**config.mk**
```make
export PLATFORM = sky130hd
export DESIGN_NAME = apb_decoder
export DESIGN_NICKNAME = d
export VERILOG_FILES = /design/src/verilog/soc_pkg.sv /design/src/verilog/apb_decoder.sv
export SDC_FILE = /design/constraint.sdc
export NUM_CORES = 1
export LEC_CHECK = 0
export BUFFER_PORTS_ARGS = -buffer_cell sky130_fd_sc_hd__buf_2
export CAP_MARGIN = 40
export CORE_MARGIN = 2
export CORE_UTILIZATION = 38
export DETAILED_ROUTE_END_ITERATION = 6
export PLACE_DENSITY_LB_ADDON = 0.2
export SLEW_MARGIN = 40
export SYNTH_ARGS = -nofsm -noshare
export SYNTH_HDL_FRONTEND = slang
export SYNTH_SLANG_ARGS = --single-unit
```
**constraint.sdc**
```tcl
create_clock -name vclk -period 3.3
set_input_delay 0 -clock vclk [all_inputs]
set_output_delay 0 -clock vclk [all_outputs]
set_load 0.05 [all_outputs]
```
**src/verilog/soc_pkg.sv**
```systemverilog
/*
 * Shared types and the APB address map of the peripheral subsystem.
 * The RAM region is 1 KB. The GPIO and UART regions are 16 bytes each.
 */
package soc_pkg;

    // Bus and port widths
    typedef logic [31:0] addr_t;
    typedef logic [31:0] data_t;
    typedef logic [7:0]  gpio_t;
    typedef logic [7:0]  uart_byte_t;

    // Shared by the UART transmit and receive machines
    typedef enum logic [1:0] {
        UART_IDLE,
        UART_START,
        UART_DATA,
        UART_STOP
    } uart_state_t;

    // Region bases
    localparam addr_t RAM_BASE  = 32'h0000_0000;
    localparam addr_t GPIO_BASE = 32'h0000_1000;
    localparam addr_t UART_BASE = 32'h0000_2000;

    // Low address bits inside a region, 1 KB and 16 bytes
    localparam int RAM_SPAN_BITS    = 10;
    localparam int PERIPH_SPAN_BITS = 4;

    // GPIO register offsets
    localparam logic [3:0] GPIO_OUT_OFS = 4'h0;
    localparam logic [3:0] GPIO_IN_OFS  = 4'h4;

    // UART register offsets
    localparam logic [3:0] UART_TXDATA_OFS = 4'h0;
    localparam logic [3:0] UART_STATUS_OFS = 4'h4;
    localparam logic [3:0] UART_RXDATA_OFS = 4'h8;

endpackage : soc_pkg
```
**src/verilog/apb_decoder.sv**
```systemverilog
/*
 * APB address decoder for three slaves. Only the RAM can stall the bus,
 * GPIO and UART always finish in their first access cycle.
 * A miss finishes at once with pslverr high and zero read data.
 */
module apb_decoder (
    input  logic           psel,
    input  logic           penable,
    input  soc_pkg::addr_t paddr,
    input  soc_pkg::data_t ram_rdata,
    input  soc_pkg::data_t gpio_rdata,
    input  soc_pkg::data_t uart_rdata,
    input  logic           ram_ready,
    output logic           ram_sel,
    output logic           gpio_sel,
    output logic           uart_sel,
    output soc_pkg::data_t prdata,
    output logic           pready,
    output logic           pslverr
);

    logic ram_hit;
    logic gpio_hit;
    logic uart_hit;
    logic access;

    // Region match on the upper address bits
    assign ram_hit = paddr[31:soc_pkg::RAM_SPAN_BITS] ==
                     soc_pkg::RAM_BASE[31:soc_pkg::RAM_SPAN_BITS];
    assign gpio_hit = paddr[31:soc_pkg::PERIPH_SPAN_BITS] ==
                      soc_pkg::GPIO_BASE[31:soc_pkg::PERIPH_SPAN_BITS];
    assign uart_hit = paddr[31:soc_pkg::PERIPH_SPAN_BITS] ==
                      soc_pkg::UART_BASE[31:soc_pkg::PERIPH_SPAN_BITS];

    assign ram_sel  = psel && ram_hit;
    assign gpio_sel = psel && gpio_hit;
    assign uart_sel = psel && uart_hit;

    assign access = psel && penable;

    // Response path back to the master
    always_comb begin
        prdata  = '0;
        pready  = 1'b0;
        pslverr = 1'b0;
        if (access) begin
            if (ram_hit) begin
                prdata = ram_rdata;
                pready = ram_ready;
            end else if (gpio_hit) begin
                prdata = gpio_rdata;
                pready = 1'b1;
            end else if (uart_hit) begin
                prdata = uart_rdata;
                pready = 1'b1;
            end else begin
                // Unmapped address
                pready  = 1'b1;
                pslverr = 1'b1;
            end
        end
    end

endmodule : apb_decoder

```
==> impl_metrics.ini, run 1 <==
[finish]
final_core_utilization_pct = 61.1
n_antenna_cell = 0
area_delta_synth_final_pct = 57.2
layout.nets = 490
seq_cell_count = 0
multiInputGateArea_sq_um = 1130
drive_gt1_share_pct = 51.0
regArea_sq_um = 0
fillers = 376
nClkBuffers = 0

[yosys]
ys_warn_count = 0
netlist_area_sq_um = 1400
ys_seq_area_share_pct = 0
postSynthCellCount = 217
syn_nets = 348
synthDistinctLibCells = 23
syn_area_per_cell_sq_um = 6.46

[pwr]
power.density_nw_per_um2 = 54.9
ir_worst_vdd_mv = 0.0492
swShare_pct = 47.2
leakagePower_nw = 1.05
clkPwrFrac_pct = 0
p_int_mw = 0.0639
power.total_mw = 0.121
power_switching_mw = 0.0570
p_seq_share_pct = 0
power_frac_comb_pct = 100.0

[sta]
grt_setup_unrepaired = no
hold_ws_ns = 0.425
relSlewSlack_pct = 57.8
fin_crit_sh_pct = 60.4
max_freq_mhz = 501
drv_slew = 0
finalSetupViolations = 0
finalSetupTns_ns = 0
worst-slew-pin-transition_ns = 0.633
min_period_ns = 1.99
hold_viol = 0

[outcome]
status = finished, final reports clean

[placement]
hpwl_mm = 4.09
gp_congestion = 0.754
numPortBuffers = 164

[drt]
drt_iter0_markers = 154
drtPass1Iterations = 4
antenna_left = 0
vias_per_cell = 5.72
drc = 0
wl_mm = 5.64
num_vias = 2315
wl_per_cell_um = 13.9

[critical_path]
critPathMaxFanout = 33
start_kind = input port
setup.worst_path.end_class = output port
critPathArrivalTime_ns = 1.99
worstSetupPathType = in -> out
required_ns = 3.30

[floorplanning]
io_pins = 168
dieArea_sq_um = 4190
start_util_pct = 38.9
die_h_um = 64.8
rows = 22
core_sq_um = 3610
die_w_um = 64.8

[global_route]
grt-ovfl-total = 0
antenna_found_initial = 0
grt_pass1_vias = 2187
gr-usage-all-layers_pct = 25.2
grt_pass1_wl_mm = 9.02
grt_max_degree = 68

[clocking]
cts-hold-fix-buffers = 0
cts_resized = 0
cts_setup_buffers = 0

[job]
max_cap_violations = 0

[worst_hold_path]
hp-class = in -> out
Yosys cell counts, drive strengths merged:
| library cell | count | area share, % |
|---|---|---|
| and2 | 1 | 0.45 |
| o22ai | 31 | 14 |
| buf | 9 | 4.5 |
| o21ai | 1 | 0.36 |
| nor3 | 33 | 12 |
| nand4 | 34 | 15 |
| nor4b | 2 | 1.2 |
| o221a | 31 | 25 |
| nor2 | 3 | 0.80 |
| and3b | 1 | 0.62 |
| a21oi | 1 | 0.36 |
| inv | 34 | 9.1 |
| o21a | 1 | 0.54 |
| o221ai | 1 | 0.62 |
| nand3 | 2 | 1.1 |
| nor4 | 7 | 7.8 |
| clkbuf | 24 | 6.4 |
| or2 | 1 | 0.45 |
cell usage in the layout (no fill, tap or decap), drive strengths merged:
cell	Yosys	routed
and3b	1	1
o21a	1	1
nand4	34	34
nor4	7	7
o221a	31	31
nand3	2	2
or2	1	1
buf	9	173
o21ai	1	1
nor3	33	33
o221ai	1	1
nor2	3	3
a21oi	1	1
nor4b	2	2
inv	34	34
o22ai	31	31
and2	1	1
final cells by class:
class | count | share of cell area, %
Timing Repair Buffer | 173 | 40.3
Multi-Input combinational cell | 150 | 51.2
Inverter | 34 | 5.79
Tap cell | 48 | 2.72
power by group through the flow:
stage | logic [mW] | clock network, mW | registers (mW)
4_1_cts | 0.121 | 0 | 0
6_report | 0.121 | 0 | 0
2_1_floorplan | 0.0338 | 0 | 0
3_3_place_gp | 0.117 | 0 | 0
3_5_place_dp | 0.120 | 0 | 0
5_1_grt | 0.133 | 0 | 0
worst paths after layout:
path / startpoint / slack, ns / endpoint / cells after the start
max: paddr[15] / 1.31 / prdata[9] / 7
min: ram_ready / 0.42 / pready / 3
worst max-delay path: stages:
cell and delay (ns):
buf_2 0.12, nor4_4 0.37, nand3_2 0.10, buf_4 0.25, or2_2 0.58, o221a_1 0.34
buf_2 0.21
kinds of logic after synthesis:
logic type / count (synthesis) / share of synthesized area [%]
simple gates: 84 / 39.4
compound gates: 66 / 40.6
buf+inv: 67 / 20.0
routing by layer:
layer | vias to the layer above | global-route usage (%) | wire [um]
met5 | - | 0 | 0
met4 | 0 | 5.59 | 101
met3 | 12 | 2.95 | 434
met2 | 113 | 51.9 | 2900
met1 | 1033 | 26.6 | 2200
li1 | 1157 | - | -
through the flow:
stage	cells	instance area (sq um)	worst slack, ns
finish	405	2200	1.31
global placement	405	2200	1.14
global route	405	2200	1.17
floorplan	217	1400	1.35
CTS	405	2200	1.29
detailed placement	405	2200	1.30
No activity file was read; power rests on OpenSTA's default activity.
==> inputs of run 2 (changes only) <==
Settings changed: ABC_AREA from default to 1, CORE_UTILIZATION 38 to 35.
Clock period 3.3 ns to 2 ns, I/O delays scaled along.
==> impl_metrics.ini, run 2 <==
[finish]
n_antenna_cell = 0
layout.nets = 584
area_delta_synth_final_pct = 60.3
seq_cell_count = 0
nClkBuffers = 0
final_common_cell = buf_2
regArea_sq_um = 0
mostFrequentLayoutCells = buf_2, nand3_1, nand2_1, inv_1, nor2_1
drive_gt1_share_pct = 41.0

[job]
max_cap_violations = 0

[clocking]
cts_resized = 0
cts_setup_buffers = 0
cts-hold-fix-buffers = 0

[yosys]
synth_common_cells = nand3_1, nand2_1, inv_1, nor2_1, nand4_1
syn_nets = 431
yosysMostFrequentCell = nand3_1
yosysTopAreaCell = nand3_1
ys_warn_count = 0
synthDistinctLibCells = 16
netlist.area_leader.share_pct = 31.7
netlist_area_sq_um = 1370
syn_area_per_cell_sq_um = 4.58
postSynthCellCount = 300
synth_area_leaders = nand3_1, nand2_1, inv_1
ys_seq_area_share_pct = 0

[floorplanning]
start_util_pct = 36.9
dieArea_sq_um = 4440
die_w_um = 66.6
die_h_um = 66.6
rows = 22
core_sq_um = 3720
io_pins = 168

[sta]
hold_viol = 0
grt_setup_unrepaired = no
worst-slew-pin-transition_ns = 0.469
fin_crit_sh_pct = 74.2
drv_slew = 0
max_freq_mhz = 674
finalSetupTns_ns = 0
finalSetupViolations = 0
relSlewSlack_pct = 68.7
hold_ws_ns = 0.423
min_period_ns = 1.48

[pwr]
leakagePower_nw = 1.55
ir_worst_vdd_mv = 0.0629
p_int_mw = 0.103
p_seq_share_pct = 0
clkPwrFrac_pct = 0
power_switching_mw = 0.0795
power.density_nw_per_um2 = 83.0
power_frac_comb_pct = 100.0
swShare_pct = 43.5

[drt]
drc = 0
drt_iter0_markers = 151
wl_per_cell_um = 10.6
antenna_left = 0
drtPass1Iterations = 5
wl_mm = 5.27
num_vias = 2441
vias_per_cell = 4.89

[placement]
numPortBuffers = 164
gp_congestion = 0.849
hpwl_mm = 4.20

[global_route]
grt_pass1_vias = 2132
gr-usage-all-layers_pct = 22.5
grt-ovfl-total = 0
grt_max_degree = 38
antenna_found_initial = 0
grt_pass1_wl_mm = 8.40

[critical_path]
setup.worst_path.end_class = output port
critPathArrivalTime_ns = 1.48
critPathMaxFanout = 12
worstSetupPathType = in -> out
required_ns = 2.00
start_kind = input port

[outcome]
status = finished, final reports clean

[worst_hold_path]
hp-class = in -> out
-- run 2: cell types whose count changed after synthesis, moves of 6 or more --
cell / change
o22ai_1: -31
nor2_2: +7
nand3_1: +86
buf_4: +6
nand2_1: +67
o221a_1: -31
buf_2: +7
inv_1: +12
nand4_1: -12
nor3_1: -31
nor2_1: +37
clkbuf_1: -22
-- run 2: power groups by stage --
stage | registers, mW | clock network, mW | logic (mW)
4_1_cts | 0 | 0 | 0.184
6_report | 0 | 0 | 0.183
3_5_place_dp | 0 | 0 | 0.183
5_1_grt | 0 | 0 | 0.204
2_1_floorplan | 0 | 0 | 0.0475
3_3_place_gp | 0 | 0 | 0.181
-- run 2: cell families (layout without fill, tap and decap cells) --
logic type             after synthesis  in the layout  synth area share, %
and+or+nand+nor                    229            229                 77.8
buffers and inverters               71            222                 22.2
-- run 2: through the flow --
step           util [%]  instances  setup WS, ns  power, mW  instance area [sq um]
3_3_place_gp       59.2        499         0.494      0.181                   2200
6_report           59.2        499         0.515      0.183                   2200
5_1_grt            59.2        499         0.277      0.204                   2200
4_1_cts            59.2        499         0.479      0.184                   2200
2_1_floorplan         -        300         0.336     0.0475                   1370
3_5_place_dp       59.2        499         0.482      0.183                   2200
-- run 2: final timing paths --
check	cells after the start	startpoint	end
setup / recovery	10	paddr[27]	prdata[26]
hold / removal	4	ram_ready	pready
-- run 2: cell type report --
class	count	area, sq um
Timing Repair Buffer	173	888
Inverter	49	184
Fill cell	414	1520
Multi-Input combinational cell	229	1070
Tap cell	48	60.1
-- run 2: critical path, cell delays in order --
cell	delay (ns)
buf_2	0.11
nor2_2	0.11
nand2_1	0.10
nand3b_1	0.20
nor2_2	0.41
nand2_1	0.10
nand3_1	0.09
nand2_1	0.06
inv_1	0.05
buf_2	0.25
-- run 2: routing by layer --
layer	part of all wire (%)	track usage, %	vias up
met4	0.57	2.81	0
met2	52	45.5	99
met5	0	0	-
met3	9.0	3.72	4
met1	38	24.6	1068
li1	-	-	1270
