[src/verilog/soc_pkg.sv]
/*
 * Shared types and the APB address map of the peripheral subsystem.
 * The RAM region is 1 KB. The GPIO and UART regions are 16 bytes each.
 */
package soc_pkg;

    // Bus and port widths
    typedef logic [31:0] addr_t;
    typedef logic [31:0] data_t;
    typedef logic [7:0]  gpio_t;
    typedef logic [7:0]  uart_byte_t;

    // Shared by the UART transmit and receive machines
    typedef enum logic [1:0] {
        UART_IDLE,
        UART_START,
        UART_DATA,
        UART_STOP
    } uart_state_t;

    // Region bases
    localparam addr_t RAM_BASE  = 32'h0000_0000;
    localparam addr_t GPIO_BASE = 32'h0000_1000;
    localparam addr_t UART_BASE = 32'h0000_2000;

    // Low address bits inside a region, 1 KB and 16 bytes
    localparam int RAM_SPAN_BITS    = 10;
    localparam int PERIPH_SPAN_BITS = 4;

    // GPIO register offsets
    localparam logic [3:0] GPIO_OUT_OFS = 4'h0;
    localparam logic [3:0] GPIO_IN_OFS  = 4'h4;

    // UART register offsets
    localparam logic [3:0] UART_TXDATA_OFS = 4'h0;
    localparam logic [3:0] UART_STATUS_OFS = 4'h4;
    localparam logic [3:0] UART_RXDATA_OFS = 4'h8;

endpackage : soc_pkg
[src/verilog/uart.sv]
/*
 * 8N1 UART, LSB first. A TXDATA write while busy is dropped, and a new
 * received byte overwrites an unread one. CLKS_PER_BIT must be at least 4.
 */
module uart #(
    parameter int CLKS_PER_BIT = 8
) (
    input  logic           clk,
    input  logic           rst_n,
    input  logic           sel,
    input  logic           penable,
    input  logic           pwrite,
    input  soc_pkg::addr_t paddr,
    input  soc_pkg::data_t pwdata,
    input  logic           rx,
    output soc_pkg::data_t rdata,
    output logic           tx
);

    localparam int CNT_W = $clog2(CLKS_PER_BIT);
    localparam logic [CNT_W-1:0] BIT_LAST  = CNT_W'(CLKS_PER_BIT - 1);
    localparam logic [CNT_W-1:0] HALF_LAST = CNT_W'(CLKS_PER_BIT / 2 - 1);

    soc_pkg::uart_state_t tx_state;
    soc_pkg::uart_state_t rx_state;
    logic [CNT_W-1:0]     tx_cnt;
    logic [CNT_W-1:0]     rx_cnt;
    logic [2:0]           tx_bit;
    logic [2:0]           rx_bit;
    soc_pkg::uart_byte_t  tx_shift;
    soc_pkg::uart_byte_t  rx_shift;
    soc_pkg::uart_byte_t  rx_data;
    logic                 tx_busy;
    logic                 rx_valid;
    logic                 rx_meta;
    logic                 rx_sync;
    logic                 tx_start;
    logic                 tx_bit_end;
    logic                 rx_sample;
    logic                 rx_done;
    logic                 rd_rxdata;

    // Register access decode, all in the first access cycle
    assign tx_start = sel && penable && pwrite && !tx_busy &&
                      (paddr[3:0] == soc_pkg::UART_TXDATA_OFS);
    assign rd_rxdata = sel && penable && !pwrite &&
                       (paddr[3:0] == soc_pkg::UART_RXDATA_OFS);

    assign tx_busy    = tx_state != soc_pkg::UART_IDLE;
    assign tx_bit_end = tx_cnt == BIT_LAST;

    // Transmit FSM
    always_ff @(posedge clk) begin
        if (!rst_n) begin
            tx_state <= soc_pkg::UART_IDLE;
            tx_cnt   <= '0;
            tx_bit   <= '0;
            tx       <= 1'b1;
        end else begin
            tx_cnt <= (tx_state == soc_pkg::UART_IDLE || tx_bit_end) ? '0 : tx_cnt + 1'b1;
            case (tx_state)
                soc_pkg::UART_IDLE: begin
                    tx <= 1'b1;
                    if (tx_start) begin
                        tx_state <= soc_pkg::UART_START;
                        tx       <= 1'b0;
                    end
                end
                soc_pkg::UART_START: begin
                    if (tx_bit_end) begin
                        tx_state <= soc_pkg::UART_DATA;
                        tx_bit   <= '0;
                        tx       <= tx_shift[0];
                    end
                end
                soc_pkg::UART_DATA: begin
                    if (tx_bit_end) begin
                        if (tx_bit == 3'd7) begin
                            tx_state <= soc_pkg::UART_STOP;
                            tx       <= 1'b1;
                        end else begin
                            tx_bit <= tx_bit + 1'b1;
                            tx     <= tx_shift[1];
                        end
                    end
                end
                default: begin
                    if (tx_bit_end) begin
                        tx_state <= soc_pkg::UART_IDLE;
                    end
                end
            endcase
        end
    end

    // Transmit shifter
    always_ff @(posedge clk) begin
        if (tx_start) begin
            tx_shift <= pwdata[7:0];
        end else if (tx_state == soc_pkg::UART_DATA && tx_bit_end) begin
            tx_shift <= tx_shift >> 1;
        end
    end

    always_ff @(posedge clk) begin
        if (!rst_n) begin
            rx_meta <= 1'b1;
            rx_sync <= 1'b1;
        end else begin
            rx_meta <= rx;
            rx_sync <= rx_meta;
        end
    end

    // Mid-bit sample points once the start bit is confirmed
    assign rx_sample = (rx_state == soc_pkg::UART_DATA) && (rx_cnt == BIT_LAST);
    assign rx_done   = (rx_state == soc_pkg::UART_STOP) && (rx_cnt == BIT_LAST);

    // Receive FSM
    always_ff @(posedge clk) begin
        if (!rst_n) begin
            rx_state <= soc_pkg::UART_IDLE;
            rx_cnt   <= '0;
            rx_bit   <= '0;
            rx_valid <= 1'b0;
        end else begin
            rx_cnt <= rx_cnt + 1'b1;
            case (rx_state)
                soc_pkg::UART_IDLE: begin
                    rx_cnt <= '0;
                    if (!rx_sync) begin
                        rx_state <= soc_pkg::UART_START;
                    end
                end
                soc_pkg::UART_START: begin
                    if (rx_cnt == HALF_LAST) begin
                        rx_cnt <= '0;
                        rx_bit <= '0;
                        // A glitch shorter than half a bit is not a start
                        rx_state <= rx_sync ? soc_pkg::UART_IDLE : soc_pkg::UART_DATA;
                    end
                end
                soc_pkg::UART_DATA: begin
                    if (rx_sample) begin
                        rx_cnt <= '0;
                        rx_bit <= rx_bit + 1'b1;
                        if (rx_bit == 3'd7) begin
                            rx_state <= soc_pkg::UART_STOP;
                        end
                    end
                end
                default: begin
                    if (rx_done) begin
                        rx_state <= soc_pkg::UART_IDLE;
                    end
                end
            endcase
            // A new byte wins over a clearing read in the same cycle
            if (rx_done && rx_sync) begin
                rx_valid <= 1'b1;
            end else if (rd_rxdata) begin
                rx_valid <= 1'b0;
            end
        end
    end

    always_ff @(posedge clk) begin
        if (rx_sample) begin
            rx_shift <= {rx_sync, rx_shift[7:1]};
        end
        if (rx_done && rx_sync) begin
            rx_data <= rx_shift;
        end
    end

    always_comb begin
        case (paddr[3:0])
            soc_pkg::UART_STATUS_OFS: rdata = {30'd0, rx_valid, tx_busy};
            soc_pkg::UART_RXDATA_OFS: rdata = {24'd0, rx_data};
            default:                  rdata = '0;
        endcase
    end

endmodule : uart

[config.mk]
export PLATFORM = sky130hd
export DESIGN_NAME = uart
export DESIGN_NICKNAME = d
export VERILOG_FILES = /design/src/verilog/soc_pkg.sv /design/src/verilog/uart.sv
export SDC_FILE = /design/constraint.sdc
export NUM_CORES = 1
export LEC_CHECK = 0
export ABC_AREA = 1
export BUFFER_PORTS_ARGS = -buffer_cell sky130_fd_sc_hd__buf_2
export CORE_MARGIN = 8
export CORE_UTILIZATION = 25
export DETAILED_ROUTE_END_ITERATION = 7
export MAX_ROUTING_LAYER = met4
export SETUP_SLACK_MARGIN = 0.4
export SKIP_LAST_GASP = 1
export SYNTH_ARGS = -nofsm -noshare
export SYNTH_HDL_FRONTEND = slang
export SYNTH_SLANG_ARGS = --single-unit
[constraint.sdc]
create_clock -name clk -period 3.5 [get_ports clk]
set_clock_uncertainty 0.2 [all_clocks]
set_input_delay 0.35 -clock clk [delete_from_list [all_inputs] [get_ports clk]]
set_output_delay 0.35 -clock clk [all_outputs]
set_load 0.02 [all_outputs]
==> impl_metrics.ini <==
[global_route]
wire_length_of_the_first_global_routing_pass_um = 6330
first_global_vias = 1426
grt_antenna_before_repair = 0
globalRouteOverflowTotal = 0
largest_net_degree_at_the_start_of_global_routing = 18
groute.usage.overall_pct = 6.37

[detailed_routing]
ant_nets = 0
remaining_drc_errors = 0
vias_per_cell = 3.92
first_iter_violations = 36
final_wl_um = 3660
first_pass_iters = 4
detailed_route_via_count = 1523
avgRoutedWirePerCell_um = 9.40

[floorplan]
initial_core_util_pct = 25.7
floorplan.die.width_um = 111
floorplan.core_area_um2 = 8680
io_pins = 103
design.die.area_um2 = 12200
fp.dieH_um = 111
row_count = 34

[clock_tree]
clk-insertion-delay-late_ns = 0.30
cts_resized = 0
cts-htree-levels = 2
cts.hold.buffers_added = 0
cts.path.max_buffers = 2
tritoncts_num_sinks = 44
numCtsBuffers = 5
root_buffer = sky130_fd_sc_hd__clkbuf_8
cts.repair_timing.setup_buffer_count = 0
worst_setup_hold_path_clk_slew_ns = 0.09
cts_tree = built

[timing]
timing.final.crit_period_ns = 2.37
hold_violations = 0
max_freq_ghz = 0.422
max_slew_margin_pct = 27.6
layout_setup_ws_ns = 1.13
setup_violations = 0
final.hold.worst_slack_ns = 0.0431
post_route_setup_tns_ns = 0
rsz0062_at_grt = no
drv_slew = 0
period_share_pct = 67.6
timing_worst_slew_pin_value_ns = 1.07

[pwr]
power.share.sequential_pct = 46.6
p_comb_share_pct = 23.0
power.net_switching_uw = 415
leakagePower_uw = 0.00119
switching_share_pct = 31.9
power.internal_uw = 886
vdd_drop_max_uv = 191
power.density_cell_area_nw_per_um2 = 519
power_frac_clock_pct = 30.4
power_uw = 1300

[logic_synthesis]
post_synth_xor_area_fraction_pct = 0
summed_instance_area_of_the_synthesized_netlist_um2 = 2230
netlist.top_cell.by_area = sky130_fd_sc_hd__edfxtp_1
post_synth_and_or_nand_nor_area_fraction_pct = 16.6
avgSynthCellArea_um2 = 8.94
postSynthCellCount = 250
synthesis.yosys.warnings = 0
synth_edf_count = 24
ys_top_cells_by_area = sky130_fd_sc_hd__edfxtp_1, sky130_fd_sc_hd__dfxtp_1, sky130_fd_sc_hd__buf_4
synth_compound_area_share_pct = 9.01
synth_ff_type = sky130_fd_sc_hd__edfxtp_1
synth_sequential_area_ratio_pct = 50.2
synth_largest_type_area_fraction_pct = 32.3
synthesized_flop_and_latch_total = 44
synth_cell_type_count = 26
synth-adder-area-share_pct = 7.84
ys_async_sr_fraction_pct = 0
synth.area.mux_share_pct = 0
yosysMostFrequentCell = sky130_fd_sc_hd__nand2_1
combinational_family_with_the_most_area_after_synthesis = simple AND/OR/NAND/NOR gates
most_common_library_cells_after_synthesis = sky130_fd_sc_hd__nand2_1, sky130_fd_sc_hd__inv_1, sky130_fd_sc_hd__nor2_1

[layout]
num-nets-final = 364
area.growth.synth_to_final_pct = 12.1
post_route_cells_drive_above_1_share_pct = 18.1
diodes = 0
final.fill_count = 909

[placement]
place_worst_setup_slack_ns = 1.10
globalplace.congestion = 0.723
place.detailed.hpwl_um = 2950
numPortBuffers = 26

[setup_path]
cp.required_ns = 3.22
cp.arrival_ns = 2.09
worst-setup-path-type = register to register
setup.worst_path.end_class = register
critical_path.max_fanout = 17
start_kind = register

[min_path]
timing.hold.worst.class = input port to register

[job]
number_of_maximum_capacitance_constraint_violations = 0

[status]
status = completed
-- critical path, stage by stage (launching register included) --
cell and delay, ns:
sky130_fd_sc_hd__dfxtp_1 0.35, sky130_fd_sc_hd__inv_1 0.09, sky130_fd_sc_hd__ha_1 0.27, sky130_fd_sc_hd__nand4_2 0.46, sky130_fd_sc_hd__o21ai_0 0.61
-- metal layers --
| layer | vias to the layer above | GRT usage (%) | wire length, um |
|---|---|---|---|
| li1 | 800 | - | - |
| met1 | 669 | 6.69 | 1640 |
| met2 | 47 | 9.38 | 1580 |
| met3 | 7 | 3.79 | 369 |
| met4 | 0 | 2.97 | 68 |
| met5 | - | - | 0 |
-- through the flow --
step / utilization (%) / std cells / cell area (um2)
after global routing: 28.9 / 389 / 2500
after CTS: 28.9 / 389 / 2500
after floorplan: - / 273 / 2320
after global placement: 27.5 / 381 / 2390
final: 28.9 / 389 / 2500
after detailed placement: 27.5 / 381 / 2390
-- flip-flops by register name, summed over array words and instances, names as in the netlist --
register / cells
tx_state: 2
rx_bit: 3
rx_cnt: 3
rx_state: 2
rx_meta: 1
tx_bit: 3
rx_valid: 1
rx_shift: 8
tx_shift: 8
tx_cnt: 3
rx_data: 8
tx: 1
rx_sync: 1
-- placed cells by master (no fill, tap or decap) --
cell and instances:
sky130_fd_sc_hd__edfxtp_1 24, sky130_fd_sc_hd__ha_1 14, sky130_fd_sc_hd__inv_1 41, sky130_fd_sc_hd__conb_1 24
sky130_fd_sc_hd__a21oi_1 9, sky130_fd_sc_hd__or2_2 2, sky130_fd_sc_hd__dfxtp_1 20, sky130_fd_sc_hd__nand4_2 1
sky130_fd_sc_hd__nor3_1 2, sky130_fd_sc_hd__a31oi_1 1, sky130_fd_sc_hd__nand2_1 42, sky130_fd_sc_hd__inv_2 3
sky130_fd_sc_hd__a21oi_2 1, sky130_fd_sc_hd__clkbuf_8 5, sky130_fd_sc_hd__clkinvlp_4 1, sky130_fd_sc_hd__nand2_2 1
sky130_fd_sc_hd__nand4_1 1, sky130_fd_sc_hd__nand3_1 7, sky130_fd_sc_hd__or2_1 1, sky130_fd_sc_hd__o21ai_0 13
sky130_fd_sc_hd__nor2_2 1, sky130_fd_sc_hd__o21bai_1 2, sky130_fd_sc_hd__nor2_1 29, sky130_fd_sc_hd__nand3_2 1
sky130_fd_sc_hd__o21ai_2 7, sky130_fd_sc_hd__bufinv_16 1, sky130_fd_sc_hd__buf_2 26, sky130_fd_sc_hd__inv_6 1
-- logic make-up after synthesis --
group,after synthesis
adders and majority gates,14
other,1
and+or+nand+nor,88
buffers and inverters,70
DFF,44
AOI/OAI and AO/OA,33
-- cell type report --
| cell class | count | area, um2 | area share (%) |
|---|---|---|---|
| clock buffers | 5 | 68.8 | 2.75 |
| well taps | 108 | 135 | 5.39 |
| flip-flops and latches | 44 | 1120 | 44.8 |
| inverters | 44 | 165 | 6.59 |
| repair buffers | 26 | 130 | 5.19 |
| clock inverters | 3 | 46.3 | 1.85 |
| multi-input cells | 159 | 838 | 33.5 |
-- power by group through the flow --
| stage | logic [uW] | clock network (uW) | registers [uW] |
|---|---|---|---|
| CTS | 302 | 408 | 606 |
| floorplan | 256 | 0 | 615 |
| finish | 299 | 396 | 605 |
| detailed placement | 301 | 0 | 618 |
| global route | 349 | 433 | 609 |
| global placement | 293 | 0 | 616 |
-- final timing paths --
path	slack (ns)	endpoint	from	cells past startpoint
max	1.13	tx_shift[0]	tx_state[0]	4
min	0.04	rx_meta	rx	2
max reg2reg	1.13	tx_shift[0]	tx_state[0]	4
min reg2reg	0.22	rx_cnt[0]	rx_cnt[0]	1
No activity file was read; power rests on OpenSTA's default activity.
