$ cat src/verilog/soc_pkg.sv
/*
 * Shared types and the APB address map of the peripheral subsystem.
 * The RAM region is 1 KB. The GPIO and UART regions are 16 bytes each.
 */
package soc_pkg;

    // Bus and port widths
    typedef logic [31:0] addr_t;
    typedef logic [31:0] data_t;
    typedef logic [7:0]  gpio_t;
    typedef logic [7:0]  uart_byte_t;

    // Shared by the UART transmit and receive machines
    typedef enum logic [1:0] {
        UART_IDLE,
        UART_START,
        UART_DATA,
        UART_STOP
    } uart_state_t;

    // Region bases
    localparam addr_t RAM_BASE  = 32'h0000_0000;
    localparam addr_t GPIO_BASE = 32'h0000_1000;
    localparam addr_t UART_BASE = 32'h0000_2000;

    // Low address bits inside a region, 1 KB and 16 bytes
    localparam int RAM_SPAN_BITS    = 10;
    localparam int PERIPH_SPAN_BITS = 4;

    // GPIO register offsets
    localparam logic [3:0] GPIO_OUT_OFS = 4'h0;
    localparam logic [3:0] GPIO_IN_OFS  = 4'h4;

    // UART register offsets
    localparam logic [3:0] UART_TXDATA_OFS = 4'h0;
    localparam logic [3:0] UART_STATUS_OFS = 4'h4;
    localparam logic [3:0] UART_RXDATA_OFS = 4'h8;

endpackage : soc_pkg
$ cat src/verilog/gpio.sv
/*
 * 8-bit GPIO. OUT is read/write, IN is read only and two cycles late
 * because of the synchroniser. Unused offsets read zero.
 */
module gpio (
    input  logic           clk,
    input  logic           rst_n,
    input  logic           sel,
    input  logic           penable,
    input  logic           pwrite,
    input  soc_pkg::addr_t paddr,
    input  soc_pkg::data_t pwdata,
    input  soc_pkg::gpio_t port_in,
    output soc_pkg::data_t rdata,
    output soc_pkg::gpio_t port_out
);

    soc_pkg::gpio_t in_meta;
    soc_pkg::gpio_t in_sync;
    logic           wr_out;

    assign wr_out = sel && penable && pwrite &&
                    (paddr[3:0] == soc_pkg::GPIO_OUT_OFS);

    always_ff @(posedge clk) begin
        if (!rst_n) begin
            port_out <= '0;
        end else if (wr_out) begin
            port_out <= pwdata[7:0];
        end
    end

    // Two-flop synchroniser for the pins
    always_ff @(posedge clk) begin
        if (!rst_n) begin
            in_meta <= '0;
            in_sync <= '0;
        end else begin
            in_meta <= port_in;
            in_sync <= in_meta;
        end
    end

    always_comb begin
        case (paddr[3:0])
            soc_pkg::GPIO_OUT_OFS: rdata = {24'd0, port_out};
            soc_pkg::GPIO_IN_OFS:  rdata = {24'd0, in_sync};
            default:               rdata = '0;
        endcase
    end

endmodule : gpio

$ cat config.mk
export PLATFORM = sky130hd
export DESIGN_NAME = gpio
export DESIGN_NICKNAME = d
export VERILOG_FILES = /design/src/verilog/soc_pkg.sv /design/src/verilog/gpio.sv
export SDC_FILE = /design/constraint.sdc
export NUM_CORES = 1
export LEC_CHECK = 0
export BUFFER_PORTS_ARGS = -buffer_cell sky130_fd_sc_hd__buf_4
export CAP_MARGIN = 10
export CORE_ASPECT_RATIO = 1.25
export CORE_MARGIN = 4
export CORE_UTILIZATION = 34
export CTS_CLUSTER_SIZE = 14
export DETAILED_ROUTE_END_ITERATION = 12
export HOLD_SLACK_MARGIN = 0.1
export PLACE_DENSITY_LB_ADDON = 0.25
export SLEW_MARGIN = 20
export SYNTH_ARGS = -nofsm -noshare
export SYNTH_HDL_FRONTEND = slang
export SYNTH_SLANG_ARGS = --single-unit
$ cat constraint.sdc
create_clock -name clk -period 1.65 [get_ports clk]
set_clock_uncertainty 0.2 [all_clocks]
set_input_delay 0.2475 -clock clk [delete_from_list [all_inputs] [get_ports clk]]
set_output_delay 0.2475 -clock clk [all_outputs]
set_load 0.02 [all_outputs]
==> flow_metrics.env, run 1 <==
export IMPL_rrSetupSlack_ns=0.80
export IMPL_path_class="in -> out"
export IMPL_die_height_um=71.7
export IMPL_synth_yosys_seq_area_share=0.435
export IMPL_synth_top_family_by_area="simple AND/OR/NAND/NOR gates"
export IMPL_p_leak_nw=0.740
export IMPL_worst_path_most_repeated_cell="buf_4"
export IMPL_ir_drop_mv=0.675
export IMPL_final_util=0.501
export IMPL_fin_cells=203
export IMPL_status="finished clean"
export IMPL_report_final_hold_viol_count=0
export IMPL_pwr_share_seq=0.563
export IMPL_wl_per_cell_um=10.4
export IMPL_clock_latency_ns=0.30
export IMPL_cpPeakStageDelay_ns=0.47
export IMPL_post_cts_resized=0
export IMPL_rr_startpoint="port_out[6]$_SDFFE_PN0P_"
export IMPL_yosys_top_cells_area="dfxtp_1 (43%), buf_4 (18%), mux2i_1 (14%), and2_1 (9.1%), nand2_1 (5.4%)"
export IMPL_nNetsFinal=245
export IMPL_cts_root_buffer="clkbuf_4"
export IMPL_cts_tree="built"
export IMPL_intPower_w=0.000816
export IMPL_rsz0062_at_grt="no"
export IMPL_post_cts_buffers=0
export IMPL_netlist_area_leader_share=0.435
export IMPL_hold_path_class="in -> reg"
export IMPL_initial_core_util=0.365
export IMPL_io_buffers=40
export IMPL_hold_start="rst_n"
export IMPL_ant_nets=0
export IMPL_grt_max_degree=33
export IMPL_dieArea_um2=4230
export IMPL_crit_chain="buf_4, or3_4, nor2_1, buf_4"
export IMPL_pwr_share_clk=0.272
export IMPL_grt_pass1_wl_um=3510
export IMPL_synth_adder_area_share=0
export IMPL_first_pass_iters=4
export IMPL_p_sw_w=0.000254
export IMPL_r2r_cells=2
export IMPL_clkSinkCount=24
export IMPL_ys_ff_latch=24
export IMPL_die_x_um=59.0
export IMPL_fill_cells=291
export IMPL_p_comb_frac=0.165
export IMPL_worstPathMaxFanout=9
export IMPL_io_pins=117
export IMPL_fin_crit_sh=0.958
export IMPL_synth_distinct_cells=13
export IMPL_cts_buffers=3
export IMPL_cp_required_ns=1.20
export IMPL_post_place_ws_ns=0.0432
export IMPL_synthCells=113
export IMPL_wl_um=2110
export IMPL_cts_htree_levels=1
export IMPL_grt_pass1_vias=809
export IMPL_grtUsageTotal=0.105
export IMPL_cts_buffer_depth=2
export IMPL_synthMuxAreaShare=0.145
export IMPL_area_delta_synth_final_pct=37.4
export IMPL_num_rows=22
export IMPL_grt_overflow=0
export IMPL_ys_warn_count=0
export IMPL_fin_ws_ns=0.0699
export IMPL_period_needed_ns=1.58
export IMPL_layout_drive_gt1_share=0.281
export IMPL_path_clk_slew_ns=0.12
export IMPL_synthXorXnorAreaFrac=0
export IMPL_startpoint_type="primary input"
export IMPL_dr_total_vias=822
export IMPL_dp_cells=183
export IMPL_drtIter0Drc=22
export IMPL_place_hpwl_um=1540
export IMPL_tns_ns=0
export IMPL_cpMaxStageDelayCell="or3_4"
export IMPL_slew_viol_final=0
export IMPL_crit_arrival_ns=1.13
export IMPL_diodes=0
export IMPL_yosysTopAreaCell="dfxtp_1"
export IMPL_regToRegEndpoint="port_out[6]$_SDFFE_PN0P_"
export IMPL_power_density_nw_per_um2=705
export IMPL_setup_viol=0
export IMPL_final_cell_mix="buf_4 (40), conb_1 (24), dfxtp_1 (24)"
export IMPL_syn_area_um2=1100
export IMPL_drc=0
export IMPL_antenna_found_initial=0
export IMPL_p_sw_frac=0.238
export IMPL_core_area_um2=3030
export IMPL_synthSimpleGateAreaFrac=0.222
export IMPL_hold_ws_ns=0.127
export IMPL_endpoint_kind="output pin"
export IMPL_final_common_cell="buf_4"
export IMPL_viasPerCell=4.05
export IMPL_min_path_cells=3
export IMPL_min_to="port_out[1]$_SDFFE_PN0P_"
export IMPL_fmax_mhz=633
export IMPL_synth_compound_area_frac=0
export IMPL_cap_violations=0
export IMPL_ctsHoldBuffers=16
export IMPL_syn_avg_cell_area_um2=9.78
export IMPL_gp_congestion=0.685
[layer usage]
layer | up-vias | wire (um) | global-route usage
met2 | 51 | 1060 | 0.189
met4 | 0 | 9 | 0.0302
met1 | 355 | 785 | 0.119
met5 | - | 0 | 0
met3 | 2 | 259 | 0.0288
li1 | 414 | - | -
[synthesized netlist by cell type]
| cell | count |
|---|---|
| clkbuf_1 | 1 |
| conb_1 | 1 |
| nand2_1 | 16 |
| nor2_8 | 1 |
| and2_1 | 16 |
| or3_4 | 1 |
| mux2i_1 | 16 |
| nor2_1 | 8 |
| nand4b_4 | 1 |
| buf_6 | 1 |
| buf_4 | 26 |
| dfxtp_1 | 24 |
| buf_2 | 1 |
[stage by stage]
step / area (um^2) / total power (W)
3_5_place_dp: 1320 / 0.000763
2_1_floorplan: 1190 / 0.000755
6_report: 1520 / 0.00107
3_3_place_gp: 1320 / 0.000759
5_1_grt: 1520 / 0.00112
4_1_cts: 1520 / 0.00109
[power by group through the flow]
| stage | clock network [W] | logic, W | registers (W) |
|---|---|---|---|
| detailed placement | 0 | 0.000147 | 0.000616 |
| CTS | 0.000308 | 0.000177 | 0.000603 |
| global placement | 0 | 0.000144 | 0.000615 |
| global route | 0.000323 | 0.000195 | 0.000605 |
| finish | 0.000291 | 0.000177 | 0.000602 |
| floorplan | 0 | 0.000140 | 0.000615 |
[flip-flops by register name, summed over array words and instances (netlist names)]
name	count
in_meta	8
in_sync	8
port_out	8
[kinds of logic after synthesis]
logic type             Yosys count
buffers and inverters           29
DFF                             24
muxes                           16
and+or+nand+nor                 43
other                            1
[worst max path at each step]
stage,from,to,slack [ns],depth (start not counted)
after floorplan,paddr[1],rdata[0],0.14,3
after global placement,paddr[1],rdata[1],0.06,4
after detailed placement,paddr[1],port_out[6]$_SDFFE_PN0P_,0.04,4
after CTS,paddr[1],rdata[5],0.05,4
after global routing,paddr[1],rdata[6],0.02,4
final,paddr[1],rdata[2],0.07,4
[worst max-delay path, delay by kind of cell]
family                 cells  cell delay [ns]
buffers and inverters      2             0.27
and+or+nand+nor            2             0.62
[layout make-up]
class | instances | area [um^2] | share of cell area
clock buffers | 4 | 36.3 | 0.0239
multi-input cells | 83 | 495 | 0.326
repair buffers | 56 | 460 | 0.303
flip-flops and latches | 24 | 480 | 0.317
well taps | 36 | 45.0 | 0.0297
Note: power is estimated with default switching activity, not from simulation.
==> inputs of run 2 (changes only) <==
--- a/config.mk
+++ b/config.mk
@@ -9,7 +9,9 @@
 export CAP_MARGIN = 10
 export CORE_ASPECT_RATIO = 1.25
 export CORE_MARGIN = 4
-export CORE_UTILIZATION = 34
+export CORE_UTILIZATION = 36
+export CTS_BUF_LIST = sky130_fd_sc_hd__clkbuf_8
+export CTS_CLUSTER_DIAMETER = 30
 export CTS_CLUSTER_SIZE = 14
 export DETAILED_ROUTE_END_ITERATION = 12
 export HOLD_SLACK_MARGIN = 0.1
==> flow_metrics.env, run 2 (synthesized netlist as in run 1, its figures left out) <==
export IMPL_status="finished clean"
export IMPL_p_comb_frac=0.160
export IMPL_pwr_share_clk=0.299
export IMPL_ant_nets=0
export IMPL_place_hpwl_um=1490
export IMPL_grt_pass1_vias=765
export IMPL_initial_core_util=0.375
export IMPL_slew_viol_final=0
export IMPL_p_leak_nw=0.740
export IMPL_intPower_w=0.000844
export IMPL_p_sw_frac=0.241
export IMPL_wl_per_cell_um=11.1
export IMPL_pwr_share_seq=0.541
export IMPL_diodes=0
export IMPL_worstPathMaxFanout=9
export IMPL_cts_buffers=3
export IMPL_wl_um=2240
export IMPL_clock_latency_ns=0.26
export IMPL_dieArea_um2=4020
export IMPL_power_density_nw_per_um2=730
export IMPL_r2r_cells=2
export IMPL_drc=0
export IMPL_io_pins=117
export IMPL_layout_drive_gt1_share=0.277
export IMPL_fin_crit_sh=0.968
export IMPL_viasPerCell=3.99
export IMPL_drtIter0Drc=17
export IMPL_report_final_hold_viol_count=0
export IMPL_path_clk_slew_ns=0.08
export IMPL_routed_wl_met2_um=1110
export IMPL_wl_met3_um=243
export IMPL_cts_htree_levels=1
export IMPL_rrSetupSlack_ns=0.83
export IMPL_grtUsageTotal=0.111
export IMPL_rr_startpoint="port_out[1]$_SDFFE_PN0P_"
export IMPL_num_rows=22
export IMPL_gp_congestion=0.657
export IMPL_highest_layer="met4"
export IMPL_final_common_cell="buf_4"
export IMPL_fmax_mhz=626
export IMPL_cts_root_buffer="clkbuf_8"
export IMPL_post_place_ws_ns=0.0470
export IMPL_dr_total_vias=805
export IMPL_first_pass_iters=2
export IMPL_die_height_um=69.9
export IMPL_post_cts_resized=0
export IMPL_ctsHoldBuffers=16
export IMPL_nNetsFinal=245
export IMPL_grt_pass1_wl_um=3480
export IMPL_hold_path_class="in -> reg"
export IMPL_path_class="in -> out"
export IMPL_post_cts_buffers=0
export IMPL_cp_required_ns=1.20
export IMPL_antenna_found_initial=0
export IMPL_hold_start="rst_n"
export IMPL_tns_ns=0
export IMPL_startpoint_type="primary input"
export IMPL_area_delta_synth_final_pct=37.8
export IMPL_clkSinkCount=24
export IMPL_wl_met1_um=877
export IMPL_grt_overflow=0
export IMPL_min_path_cells=3
export IMPL_endpoint_kind="output pin"
export IMPL_rsz0062_at_grt="no"
export IMPL_cp_startpoint="paddr[1]"
export IMPL_fin_ws_ns=0.0535
export IMPL_grt_max_degree=33
export IMPL_cap_violations=0
export IMPL_core_area_um2=2950
export IMPL_die_x_um=57.6
export IMPL_cts_tree="built"
export IMPL_period_needed_ns=1.60
export IMPL_cts_buffer_depth=2
export IMPL_reg_top3="in_meta x8, in_sync x8, port_out x8"
export IMPL_crit_arrival_ns=1.15
export IMPL_p_sw_w=0.000268
export IMPL_ir_drop_mv=0.485
export IMPL_final_cell_mix="buf_4 (40), conb_1 (24), dfxtp_1 (24)"
export IMPL_setup_viol=0
export IMPL_io_buffers=40
[run 2: cell types whose count changed in the layout (fill, tap and decap cells not counted), sizes merged]
cell / before / now
clkbuf: 4 / 3
[run 2: worst paths after layout]
| check | end |
|---|---|
| worst max-delay path | rdata[0] |
| worst min-delay path | port_out[7]$_SDFFE_PN0P_ |
| worst max register to register | port_out[1]$_SDFFE_PN0P_ |
| worst min register to register | in_sync[7]$_SDFF_PN0_ |
[run 2: per-layer routing]
metal  vias to the layer above  GRT usage
li1                        412          -
met1                       345      0.130
met2                        46      0.192
met3                         2     0.0314
met4                         0     0.0309
met5                         -          0
[run 2: metrics by stage]
| stage | instance area, um^2 | cells | total power, W | hold slack [ns] | utilization |
|---|---|---|---|---|---|
| final | 1520 | 202 | 0.00111 | 0.182 | 0.517 |
| after global placement | 1320 | 183 | 0.000759 | 0.214 | 0.449 |
| after global routing | 1520 | 202 | 0.00117 | 0.203 | 0.517 |
| after detailed placement | 1320 | 183 | 0.000762 | 0.218 | 0.449 |
| after CTS | 1520 | 202 | 0.00112 | 0.181 | 0.517 |
| after floorplan | 1190 | 136 | 0.000755 | 0.175 | - |
[run 2: final cells by class]
cell class,count,area [um^2]
clock buffers,3,41.3
multi-input cells,83,495
well taps,36,45.0
fillers,262,1420
repair buffers,56,460
flip-flops and latches,24,480
[run 2: power by group through the flow]
stage          logic (W)  registers [W]  clock network, W
6_report        0.000178       0.000601          0.000332
5_1_grt         0.000194       0.000604          0.000368
4_1_cts         0.000177       0.000602          0.000341
3_5_place_dp    0.000147       0.000615                 0
3_3_place_gp    0.000144       0.000615                 0
2_1_floorplan   0.000140       0.000615                 0
[run 2: worst max-delay path: stages]
cell and delay, ns:
buf_4 0.11, or3_4 0.47, nor2_1 0.17, buf_4 0.16
